===== src/arm_isa_pkg.sv =====
`default_nettype none

package arm_isa_pkg;

  // ========================================
  // Instruction classes and field encodings
  // ========================================

  typedef enum logic [2:0] {
    instr_dataproc_imm     = 3'd0,
    instr_dataproc_reg_imm = 3'd1,
    instr_dataproc_reg_reg = 3'd2,
    instr_load             = 3'd3,
    instr_store            = 3'd4,
    instr_undef            = 3'd5
  } instr_class_t;

  // Condition field, bits 31:28
  typedef enum logic [3:0] {
    cond_eq, cond_ne, cond_cs, cond_cc,
    cond_mi, cond_pl, cond_vs, cond_vc,
    cond_hi, cond_ls, cond_ge, cond_lt,
    cond_gt, cond_le, cond_al, cond_nv
  } cond_t;

  typedef enum logic [1:0] {
    shift_lsl = 2'd0,
    shift_lsr = 2'd1,
    shift_asr = 2'd2,
    shift_ror = 2'd3
  } shift_t;

  // Data-processing opcode, bits 24:21
  typedef enum logic [3:0] {
    alu_and, alu_eor, alu_sub, alu_rsb,
    alu_add, alu_adc, alu_sbc, alu_rsc,
    alu_tst, alu_teq, alu_cmp, alu_cmn,
    alu_orr, alu_mov, alu_bic, alu_mvn
  } alu_op_t;

  // ========================================
  // Operand field views, bits 24:0
  // ========================================

  typedef struct packed {
    alu_op_t    opcode;
    logic       set_flags;
    logic [3:0] rn;
    logic [3:0] rd;
    logic [3:0] rotate;
    logic [7:0] imm8;
  } dp_imm_t;

  // Also the shifted-register offset of a load or store
  typedef struct packed {
    alu_op_t    opcode;
    logic       set_flags;
    logic [3:0] rn;
    logic [3:0] rd;
    logic [4:0] shift_amount;
    shift_t     shift_type;
    logic       reg_shift;
    logic [3:0] rm;
  } dp_reg_imm_t;

  typedef struct packed {
    alu_op_t    opcode;
    logic       set_flags;
    logic [3:0] rn;
    logic [3:0] rd;
    logic [3:0] rs;
    logic       bit7;
    shift_t     shift_type;
    logic       reg_shift;
    logic [3:0] rm;
  } dp_reg_reg_t;

  typedef struct packed {
    logic        p;
    logic        u;
    logic        b;
    logic        w;
    logic        l;
    logic [3:0]  rn;
    logic [3:0]  rd;
    logic [11:0] offset;
  } ls_fields_t;

  typedef union packed {
    dp_imm_t     dp_imm;
    dp_reg_imm_t dp_reg_imm;
    dp_reg_reg_t dp_reg_reg;
    ls_fields_t  ls;
  } operand_field_u;

  typedef struct packed {
    logic [31:0]    ir;
    instr_class_t   iclass;
    logic           cond_pass;
    logic [3:0]     rn;
    logic [3:0]     rd;
    logic [3:0]     rm;
    logic [3:0]     rs;
    operand_field_u field;
  } decoded_instr_t;

endpackage

`default_nettype wire

===== src/control_pkg.sv =====
`default_nettype none

package control_pkg;
  import arm_isa_pkg::*;

  // Flush length after reset, and counter widths
  localparam int reset_flush_len = 3;
  localparam int flush_cnt_w = 2;
  localparam int cycle_cnt_w = 2;

  typedef enum logic [1:0] {
    addr_pc   = 2'd0,
    addr_incr = 2'd1,
    addr_alu  = 2'd2
  } addr_src_t;

  typedef enum logic [2:0] {
    b_imm       = 3'd0,
    b_reg_rm    = 3'd1,
    b_reg_rs    = 3'd2,
    b_reg_rd    = 3'd3,
    b_read_data = 3'd4
  } b_src_t;

  typedef enum logic [1:0] {
    wb_none = 2'd0,
    wb_rd   = 2'd1,
    wb_rn   = 2'd2
  } alu_wb_t;

  // ========================================
  // Datapath control word
  // ========================================

  typedef struct packed {
    logic        pipeline_advance;
    addr_src_t   addr_bus_src;
    logic        memory_read_en;
    logic        memory_write_en;
    logic        memory_byte_transfer;
    logic        memory_latch_ir;
    logic        incrementer_writeback;
    b_src_t      b_bus_source;
    logic [11:0] b_bus_imm;
    shift_t      shift_type;
    logic [4:0]  shift_amount;
    logic        shift_latch_amt;
    logic        shift_use_latch;
    logic        shift_use_rrx;
    alu_op_t     alu_op;
    alu_wb_t     alu_writeback;
    logic        alu_set_flags;
    logic        alu_latch_op_b;
    logic        alu_disable_op_b;
    logic        alu_use_op_b_latch;
  } control_t;

  // Compare and test opcodes only update flags
  function automatic alu_wb_t alu_writeback_for(alu_op_t op);
    case (op)
      alu_tst, alu_teq, alu_cmp, alu_cmn: return wb_none;
      default: return wb_rd;
    endcase
  endfunction

endpackage

`default_nettype wire


===== src/cpu_control_top.sv =====
`timescale 1ns/10ps
`default_nettype none

module cpu_control_top
  import arm_isa_pkg::*;
  import control_pkg::*;
(
  input  logic        clk,
  input  logic        reset,
  input  logic [31:0] instr_data,
  input  logic [3:0]  flags,
  input  logic        flush_req,
  output control_t    control
);

  // ========================================
  // Decoder to sequencer
  // ========================================

  decoded_instr_t decoded;

  // IR loads on the sequencer's advance
  instr_decoder u_decoder (
    .clk              (clk),
    .reset            (reset),
    .instr_data       (instr_data),
    .flags            (flags),
    .pipeline_advance (control.pipeline_advance),
    .decoded          (decoded)
  );

  control_unit u_control (
    .clk       (clk),
    .reset     (reset),
    .decoded   (decoded),
    .flush_req (flush_req),
    .control   (control)
  );

endmodule

`default_nettype wire


===== src/control_unit.sv =====
`timescale 1ns/10ps
`default_nettype none

module control_unit
  import arm_isa_pkg::*;
  import control_pkg::*;
(
  input  logic           clk,
  input  logic           reset,
  input  decoded_instr_t decoded,
  input  logic           flush_req,
  output control_t       control
);

  logic [flush_cnt_w-1:0] flush_cnt;
  logic [cycle_cnt_w-1:0] cycle;
  operand_field_u         f;
  alu_op_t                ls_op;
  logic                   ls_base_wb;

  // Final cycle of every instruction: fetch at PC and latch the next word
  function automatic control_t with_fetch(control_t c);
    control_t r;
    r = c;
    r.pipeline_advance      = 1'b1;
    r.addr_bus_src          = addr_pc;
    r.memory_read_en        = 1'b1;
    r.memory_latch_ir       = 1'b1;
    r.incrementer_writeback = 1'b1;
    return r;
  endfunction

  // Rm through the shifter by an immediate amount, ror #0 meaning rrx
  function automatic control_t with_shifted_rm(control_t c, dp_reg_imm_t sh);
    control_t r;
    r = c;
    r.b_bus_source  = b_reg_rm;
    r.shift_type    = sh.shift_type;
    r.shift_amount  = sh.shift_amount;
    r.shift_use_rrx = (sh.shift_type == shift_ror) && (sh.shift_amount == 5'd0);
    return r;
  endfunction

  // ALU result of a data-processing instruction
  function automatic control_t with_dp_result(control_t c, alu_op_t op, logic s, logic pass);
    control_t r;
    r = c;
    r.alu_op = op;
    if (pass) begin
      r.alu_writeback = alu_writeback_for(op);
      r.alu_set_flags = s;
    end
    return r;
  endfunction

  // Base register update from the latched offset
  function automatic control_t with_base_wb(control_t c, logic base_wb);
    control_t r;
    r = c;
    if (base_wb) begin
      r.alu_use_op_b_latch = 1'b1;
      r.alu_writeback      = wb_rn;
    end
    return r;
  endfunction

  assign f = decoded.field;
  assign ls_op = f.ls.u ? alu_add : alu_sub;
  // Post-indexed transfers always write the base back
  assign ls_base_wb = decoded.cond_pass && (!f.ls.p || f.ls.w);

  // ========================================
  // Flush and cycle counters
  // ========================================

  always_ff @(posedge clk) begin
    if (reset) begin
      flush_cnt <= flush_cnt_w'(reset_flush_len);
    end else if (flush_req) begin
      flush_cnt <= flush_cnt_w'(1);
    end else if (flush_cnt != '0) begin
      flush_cnt <= flush_cnt - 1'b1;
    end
  end

  always_ff @(posedge clk) begin
    if (reset) begin
      cycle <= '0;
    end else if (control.pipeline_advance) begin
      cycle <= '0;
    end else begin
      cycle <= cycle + 1'b1;
    end
  end

  // ========================================
  // Control word
  // ========================================

  always_comb begin
    control = '0;
    if (flush_cnt == flush_cnt_w'(reset_flush_len)) begin
      // Flush step 3, PC onto the address bus
      control.addr_bus_src = addr_pc;
    end else if (flush_cnt == flush_cnt_w'(2) || flush_req) begin
      // Flush step 2
      control.memory_read_en        = 1'b1;
      control.memory_latch_ir       = 1'b1;
      control.incrementer_writeback = 1'b1;
      control.addr_bus_src          = addr_incr;
    end else if (flush_cnt == flush_cnt_w'(1)) begin
      control = with_fetch(control);
    end else begin
      case (decoded.iclass)
        instr_dataproc_imm: begin
          control.b_bus_source = b_imm;
          control.b_bus_imm    = {4'd0, f.dp_imm.imm8};
          control.shift_type   = shift_ror;
          control.shift_amount = {f.dp_imm.rotate, 1'b0};
          control = with_dp_result(control, f.dp_imm.opcode, f.dp_imm.set_flags,
                                   decoded.cond_pass);
          control = with_fetch(control);
        end

        instr_dataproc_reg_imm: begin
          control = with_shifted_rm(control, f.dp_reg_imm);
          control = with_dp_result(control, f.dp_reg_imm.opcode, f.dp_reg_imm.set_flags,
                                   decoded.cond_pass);
          control = with_fetch(control);
        end

        instr_dataproc_reg_reg: begin
          if (cycle == '0) begin
            // Read Rs and hold the shift amount
            control.b_bus_source    = b_reg_rs;
            control.shift_latch_amt = 1'b1;
          end else begin
            control.b_bus_source    = b_reg_rm;
            control.shift_type      = f.dp_reg_reg.shift_type;
            control.shift_use_latch = 1'b1;
            control = with_dp_result(control, f.dp_reg_reg.opcode, f.dp_reg_reg.set_flags,
                                     decoded.cond_pass);
            control = with_fetch(control);
          end
        end

        instr_load, instr_store: begin
          if (cycle == '0) begin
            // Effective address from the ALU, prefetch at PC meanwhile
            control.addr_bus_src          = addr_alu;
            control.memory_read_en        = 1'b1;
            control.memory_latch_ir       = 1'b1;
            control.incrementer_writeback = 1'b1;
            control.alu_op                = ls_op;
            if (!decoded.ir[25]) begin
              control.b_bus_source = b_imm;
              control.b_bus_imm    = f.ls.offset;
              control.shift_type   = shift_lsl;
            end else begin
              control = with_shifted_rm(control, f.dp_reg_imm);
            end
            if (f.ls.p) begin
              control.alu_latch_op_b = f.ls.w;
            end else begin
              control.alu_disable_op_b = 1'b1;
              control.alu_latch_op_b   = 1'b1;
            end
          end else if (decoded.iclass == instr_store) begin
            control.b_bus_source         = b_reg_rd;
            control.alu_op               = ls_op;
            control.memory_write_en      = decoded.cond_pass;
            control.memory_byte_transfer = f.ls.b;
            control = with_base_wb(control, ls_base_wb);
            control = with_fetch(control);
          end else if (cycle == cycle_cnt_w'(1)) begin
            // Load data read at the effective address
            control.alu_op               = ls_op;
            control.memory_read_en       = 1'b1;
            control.memory_byte_transfer = f.ls.b;
            control.addr_bus_src         = addr_pc;
            control = with_base_wb(control, ls_base_wb);
          end else begin
            control.b_bus_source         = b_read_data;
            control.alu_op               = alu_mov;
            control.memory_byte_transfer = f.ls.b;
            if (decoded.cond_pass) begin
              control.alu_writeback = wb_rd;
            end
            control = with_fetch(control);
          end
        end

        // Undefined words retire as a plain fetch
        default: control = with_fetch(control);
      endcase
    end
  end

endmodule

`default_nettype wire


===== src/instr_decoder.sv =====
`timescale 1ns/10ps
`default_nettype none

module instr_decoder
  import arm_isa_pkg::*;
(
  input  logic           clk,
  input  logic           reset,
  input  logic [31:0]    instr_data,
  input  logic [3:0]     flags,
  input  logic           pipeline_advance,
  output decoded_instr_t decoded
);

  logic [31:0]    ir;
  logic           ir_valid;
  operand_field_u field;
  cond_t          cond;
  instr_class_t   iclass;
  logic           cond_pass;
  logic           n;
  logic           z;
  logic           c;
  logic           v;

  // ========================================
  // Instruction register
  // ========================================

  // Nothing has been latched until the first advance after reset
  always_ff @(posedge clk) begin
    if (reset) begin
      ir       <= '0;
      ir_valid <= 1'b0;
    end else if (pipeline_advance) begin
      ir       <= instr_data;
      ir_valid <= 1'b1;
    end
  end

  assign field = ir[24:0];
  assign cond = cond_t'(ir[31:28]);
  assign {n, z, c, v} = flags;

  // ========================================
  // Class decode
  // ========================================

  always_comb begin
    iclass = instr_undef;
    if (ir_valid) begin
      case (ir[27:25])
        3'b000: begin
          // Bit 4 picks shift by register over shift by immediate
          if (field.dp_reg_imm.reg_shift) begin
            iclass = instr_dataproc_reg_reg;
          end else begin
            iclass = instr_dataproc_reg_imm;
          end
        end
        3'b001: iclass = instr_dataproc_imm;
        3'b010: iclass = field.ls.l ? instr_load : instr_store;
        3'b011: begin
          // Register offset; bit 4 set is outside the load/store space
          if (!field.dp_reg_imm.reg_shift) begin
            iclass = field.ls.l ? instr_load : instr_store;
          end
        end
        default: iclass = instr_undef;
      endcase
    end
  end

  // Condition check against NZCV
  always_comb begin
    case (cond)
      cond_eq: cond_pass = z;
      cond_ne: cond_pass = !z;
      cond_cs: cond_pass = c;
      cond_cc: cond_pass = !c;
      cond_mi: cond_pass = n;
      cond_pl: cond_pass = !n;
      cond_vs: cond_pass = v;
      cond_vc: cond_pass = !v;
      cond_hi: cond_pass = c && !z;
      cond_ls: cond_pass = !c || z;
      cond_ge: cond_pass = (n == v);
      cond_lt: cond_pass = (n != v);
      cond_gt: cond_pass = !z && (n == v);
      cond_le: cond_pass = z || (n != v);
      cond_al: cond_pass = 1'b1;
      default: cond_pass = 1'b0;
    endcase
  end

  always_comb begin
    decoded.ir        = ir;
    decoded.iclass    = iclass;
    decoded.cond_pass = cond_pass;
    decoded.rn        = field.dp_imm.rn;
    decoded.rd        = field.dp_imm.rd;
    decoded.rm        = field.dp_reg_imm.rm;
    decoded.rs        = field.dp_reg_reg.rs;
    decoded.field     = field;
  end

endmodule

`default_nettype wire


===== config.mk =====
export PLATFORM = sky130hd
export DESIGN_NAME = cpu_control_top
export DESIGN_NICKNAME = d
export VERILOG_FILES = /design/src/arm_isa_pkg.sv /design/src/control_pkg.sv /design/src/cpu_control_top.sv /design/src/control_unit.sv /design/src/instr_decoder.sv
export SDC_FILE = /design/constraint.sdc
export NUM_CORES = 1
export LEC_CHECK = 0
export ABC_CLOCK_PERIOD_IN_PS = 1700
export BUFFER_PORTS_ARGS = -buffer_cell sky130_fd_sc_hd__buf_2
export CAP_MARGIN = 20
export CORE_ASPECT_RATIO = 1.25
export CORE_MARGIN = 4
export CORE_UTILIZATION = 44
export DETAILED_ROUTE_END_ITERATION = 16
export GPL_TIMING_DRIVEN = 0
export HOLD_SLACK_MARGIN = 0.12
export PLACE_DENSITY = 0.83
export SLEW_MARGIN = 20
export SYNTH_ARGS = -nofsm -noshare
export SYNTH_HDL_FRONTEND = slang
export SYNTH_SLANG_ARGS = --single-unit

===== constraint.sdc =====
create_clock -name clk -period 1.7 [get_ports clk]
set_input_delay 0 -clock clk [delete_from_list [all_inputs] [get_ports clk]]
set_output_delay 0 -clock clk [all_outputs]
set_load 0.1 [all_outputs]

==> run summary, run 1 <==
Top Ports -> 82
Post-GRT worst EP -> control[36]
Seq/Total Area, Yosys -> 28.9%
Num rows -> 27
Num Clock Sinks -> 29
Worst-path endpoint category -> output port
H-Tree Depth -> 2
Width of the die -> 68.4 um
Synth Net Count -> 300
Ys async rst share -> 0%
Stage reached -> global routing
Post-DP Area -> 2900 um2
Number of buffers created by CTS -> 5
Error -> [ERROR DPL-0038] Utilization greater than 100%, impossible to legalize
Synth cell count leaders -> 47 x nor2_1, 29 x dfxtp_1, 27 x mux2i_1
Port Buffers -> 72
Post-synth EDFFs -> 0
Dpl ws -> -529 ps
Status -> aborted with a tool error
Yosys top cell area share -> 28.9%
Mapped Area -> 2010 um2
Area leader, netlist -> dfxtp_1
Die height -> 83.5 um
Syn avg cell area -> 7.74 um2
Synth top area cells -> dfxtp_1 29%, mux2i_1 13%, nor2_1 8.8%, a21oi_1 3.5%, and2_1 3.1%
Initial Util -> 45.7%
Cell variety after synth -> 45
Most frequent cell after synthesis -> nor2_1
Clock buffer depth -> 2
Flops & latches, synth -> 29
Ys flop type -> dfxtp_1
CTS Root Cell -> clkbuf_8
Yosys warnings -> 0
Synth Instances -> 259
Largest net degree at the start of global routing -> 11
GP Congestion -> 0.941
Hpwl dp -> 4600 um
[through the flow]
stage | hold WS (ps) | utilization [%] | instances | TNS [ps]
2_1_floorplan | 103 | - | 259 | -3850
3_3_place_gp | 231 | 66.0 | 389 | -10700
3_5_place_dp | 243 | 66.0 | 389 | -11880
4_1_cts | 157 | 97.5 | 450 | -9130
[what timing repair did]
item / in CTS
endpoints found under the setup margin: 61
pin swaps: 29
gates resized for setup: 207
gates cloned: 1
hold buffers: 26
endpoints found under the hold margin: 25
buffers inserted: 29
[logic make-up after synthesis]
logic type	after synthesis	share of synthesized area, %
and+or+nand+nor	113	27.9
AOI/OAI and AO/OA	50	17.6
buffers and inverters	36	9.92
DFF	29	28.9
muxes	27	13.5
xor gates and xnor gates	2	0.874
adders and majority gates	2	1.25
==> run 2, diff against run 1 <==
- ABC_CLOCK_PERIOD_IN_PS: 1700 -> 2200
- CORE_ASPECT_RATIO: 1.25 -> default
- CORE_UTILIZATION: 44 -> 30
- HOLD_SLACK_MARGIN: 0.12 -> default
- PLACE_DENSITY: 0.83 -> default
- PLACE_DENSITY_LB_ADDON: default -> 0.15
- clock period: 1.7 -> 2.2 ns (I/O delays scaled with it)
==> run 2 against run 1 <==
Compared with the run above:
- the run now ends clean
- synthesized area stayed put
- synthesized cell count stayed put
==> run summary, run 2 <==
Width of the die -> 89.8 um (+31%)
Max-Cap Viols -> 0
Core region area -> 6420 um2
Num rows -> 29 (+7.4%)
Drt pass-1 iters -> 4
R2r startpoint -> u_decoder.ir[4]$_SDFFE_PP0P_
Seq/Total Area, Yosys -> 28.9% (unchanged)
Worst R2R Setup Slack -> 170 ps
Share of layout cells above drive strength 1 -> 40.2%
Crit share post-route -> 96.5%
Syn avg cell area -> 7.74 um2 (unchanged)
Num Clock Sinks -> 29 (unchanged)
Slew margin rel. -> 58.6%
Synth top area cells -> dfxtp_1 29%, mux2i_1 13%, nor2_1 8.8%, a21oi_1 3.5%, and2_1 3.1%
Mapped Area -> 2010 um2 (unchanged)
Clock share of power -> 31.7%
Via/cell ratio -> 4.93
Max-slew violations -> 0
Tot Pwr -> 1.48 mW
Port Buffers -> 72 (unchanged)
Hpwl dp -> 4600 um (about the same)
Crit-path slowest cell -> nor4b_2
CTS Root Cell -> clkbuf_8
Yosys warnings -> 0 (unchanged)
Clk_lat worst skew -> 290 ps
R2R depth -> 9
Placed insts -> 408 (+4.9%)
Top reg by flops -> u_decoder.ir
Hold Path Sink -> u_decoder.ir[24]$_SDFFE_PP0P_
CP required -> 2200 ps
Synth Instances -> 259 (unchanged)
GP Congestion -> 0.869 (-7.7%)
CTS tree -> built
Clock buffer depth -> 2 (unchanged)
Clock-pin transition on the worst setup and hold timing paths -> 70 ps
Top Ports -> 82 (unchanged)
Final net count -> 408
Post-synth EDFFs -> 0 (unchanged)
Worst path arrival time -> 2120 ps
Ys async rst share -> 0% (unchanged)
Global Route Usage Sum -> 16.4%
Crit-path max cell delay -> 330 ps
Worst-path fanout max -> 8
Cell variety after synth -> 45 (unchanged)
Crit Path Class -> register to output port
Hold Crit Class -> primary input to register
Largest register FFs -> 24
Post-DP Area -> 2570 um2 (-11%)
Ys flop type -> dfxtp_1
Post-route cell area -> 3240 um2
Peak supply drop -> 0.000268 V
CP most frequent cell -> a2bb2oi_2
Post-layout min period -> 2120 ps
Status -> complete, no violations
Area leader, netlist -> dfxtp_1
Seq pwr share -> 39.6%
RR Endpoint -> u_decoder.ir[30]$_SDFFE_PP0P_
Initial antenna violation count -> 0
WL/cell -> 14.8 um
Hold path start -> reset
Largest net degree at the start of global routing -> 11
Die height -> 89.8 um (+7.5%)
Internal power -> 0.991 mW
Remaining antenna violation count -> 0
Number of buffers created by CTS -> 5 (unchanged)
Synth cell count leaders -> 47 x nor2_1, 29 x dfxtp_1, 27 x mux2i_1
Final Hold Fails -> 0
Power density cells -> 457 nW/um2
Vias in the first global route -> 2246
Flops & latches, synth -> 29 (unchanged)
Combinational share of power -> 28.7%
DR vias -> 2196
Hold slack -> 142 ps
DRT Wirelength -> 6610 um
Non-filler instance count after layout -> 445
Commonest non-fill, non-tap cell in the layout -> buf_2
# diodes -> 0
Top flop regs -> u_decoder.ir x24, u_control.cycle x2, u_control.flush_cnt x2
Post-route DRC -> 0
Setup crit start kind -> register
Initial Util -> 31.2% (-14 points)
Slew at the pin closest to its max-slew limit -> 622 ps
CP Capture Type -> output port
# fillers -> 627
Initial DRC count -> 94
H-Tree Depth -> 2 (unchanged)
Sw power -> 0.489 mW
Synth Net Count -> 300 (unchanged)
Commonest cells after routing, fill and taps aside -> 44 x buf_2, 34 x nor2_1, 27 x mux2i_1
Clock Skew -> 11.4 ps
First-pass GRT wire length -> 11000 um
Max Fclk -> 471 MHz
Most frequent cell after synthesis -> nor2_1
Die footprint -> 8060 um2
RSZ-0062 raised after global routing -> yes
Crit path cell chain -> buf_2 > nor2_1 > nor4b_2 > a2bb2oi_2 > nor2_4 > a2bb2oi_2 > buf_4 > buf_12
Sw Ratio -> 33.0%
Final setup viols -> 0
Yosys top cell area share -> 28.9% (unchanged)
Layout area overhead -> 61.4%
Leak pwr -> 1.33 nW
Hold Path Cell Cnt -> 2
Grt total ovfl -> 0
## run 2: cell counts after synthesis
Identical to the previous run, type by type.
## run 2: critical path, delay by kind of cell, from the launching register on
family / cells / cell delay (ps)
buffers and inverters: 3 / 480
DFF: 1 / 300
and+or+nand+nor: 3 / 550
AOI/OAI and AO/OA: 2 / 490
## run 2: worst max path at each step
stage / start / end / slack, ps / cells past startpoint
2_1_floorplan: u_decoder.ir[26]$_SDFFE_PP0P_ / control[28] / -710 / 3
3_3_place_gp: u_control.cycle[0]$_SDFF_PP0_ / control[36] / -210 / 9
3_5_place_dp: u_control.cycle[0]$_SDFF_PP0_ / control[36] / -260 / 9
4_1_cts: u_control.cycle[0]$_SDFF_PP0_ / control[36] / -20 / 9
5_1_grt: u_control.cycle[0]$_SDFF_PP0_ / control[36] / -30 / 9
6_report: u_decoder.ir[4]$_SDFFE_PP0P_ / control[36] / 80 / 8
## run 2: repair_timing
item | 4_1_cts | 5_1_grt
hold endpoints to repair | 25 | 0
setup buffers | 3 | 1
hold buffers | 25 | 0
pin swaps | 1 | 5
setup endpoints to repair | 31 | 32
gates resized for setup | 54 | 34
## run 2: through the flow
step                worst slack (ps)  util (%)  setup TNS [ps]
finish                          78.1      50.4               0
global route                   -29.1      50.4           -34.8
CTS                            -23.3      48.6           -23.3
detailed placement              -258      40.0           -1180
global placement                -206      40.0           -1180
floorplan                       -707         -           -4880
## run 2: cell families after synthesis
kind of cell | Yosys count | share of synthesized area, %
XOR/XNOR | 2 | 0.874
buffers and inverters | 36 | 9.92
adder cells (fa/ha/maj) | 2 | 1.25
multiplexers | 27 | 13.5
flip-flops | 29 | 28.9
AO/OA/AOI/OAI | 50 | 17.6
AND/OR/NAND/NOR | 113 | 27.9
## run 2: power by group through the flow
| stage | Combinational [mW] | Sequential [mW] | Clock [mW] |
|---|---|---|---|
| after detailed placement | 0.341 | 0.594 | 0 |
| after global placement | 0.338 | 0.594 | 0 |
| final | 0.425 | 0.586 | 0.469 |
| after global routing | 0.461 | 0.590 | 0.508 |
| after floorplan | 0.260 | 0.585 | 0 |
| after CTS | 0.408 | 0.583 | 0.485 |
## run 2: layout make-up
cell class | instances | area, um2 | share of cell area (%)
buffer | 20 | 161 | 4.99
inverter | 16 | 60.1 | 1.86
sequential | 29 | 584 | 18.1
clock inverter | 2 | 13.8 | 0.425
tap | 77 | 96.3 | 2.98
clock buffer | 6 | 82.6 | 2.55
timing repair buffer | 101 | 791 | 24.4
multi-input combinational | 194 | 1450 | 44.7
## run 2: routing by layer
metal  global-route usage (%)  share of wire (%)
met4                     4.47                1.5
met1                     21.4                 47
met2                     27.3                 45
met5                        0                  0
met3                     3.42                6.6
(Power assumes the default switching activity.)
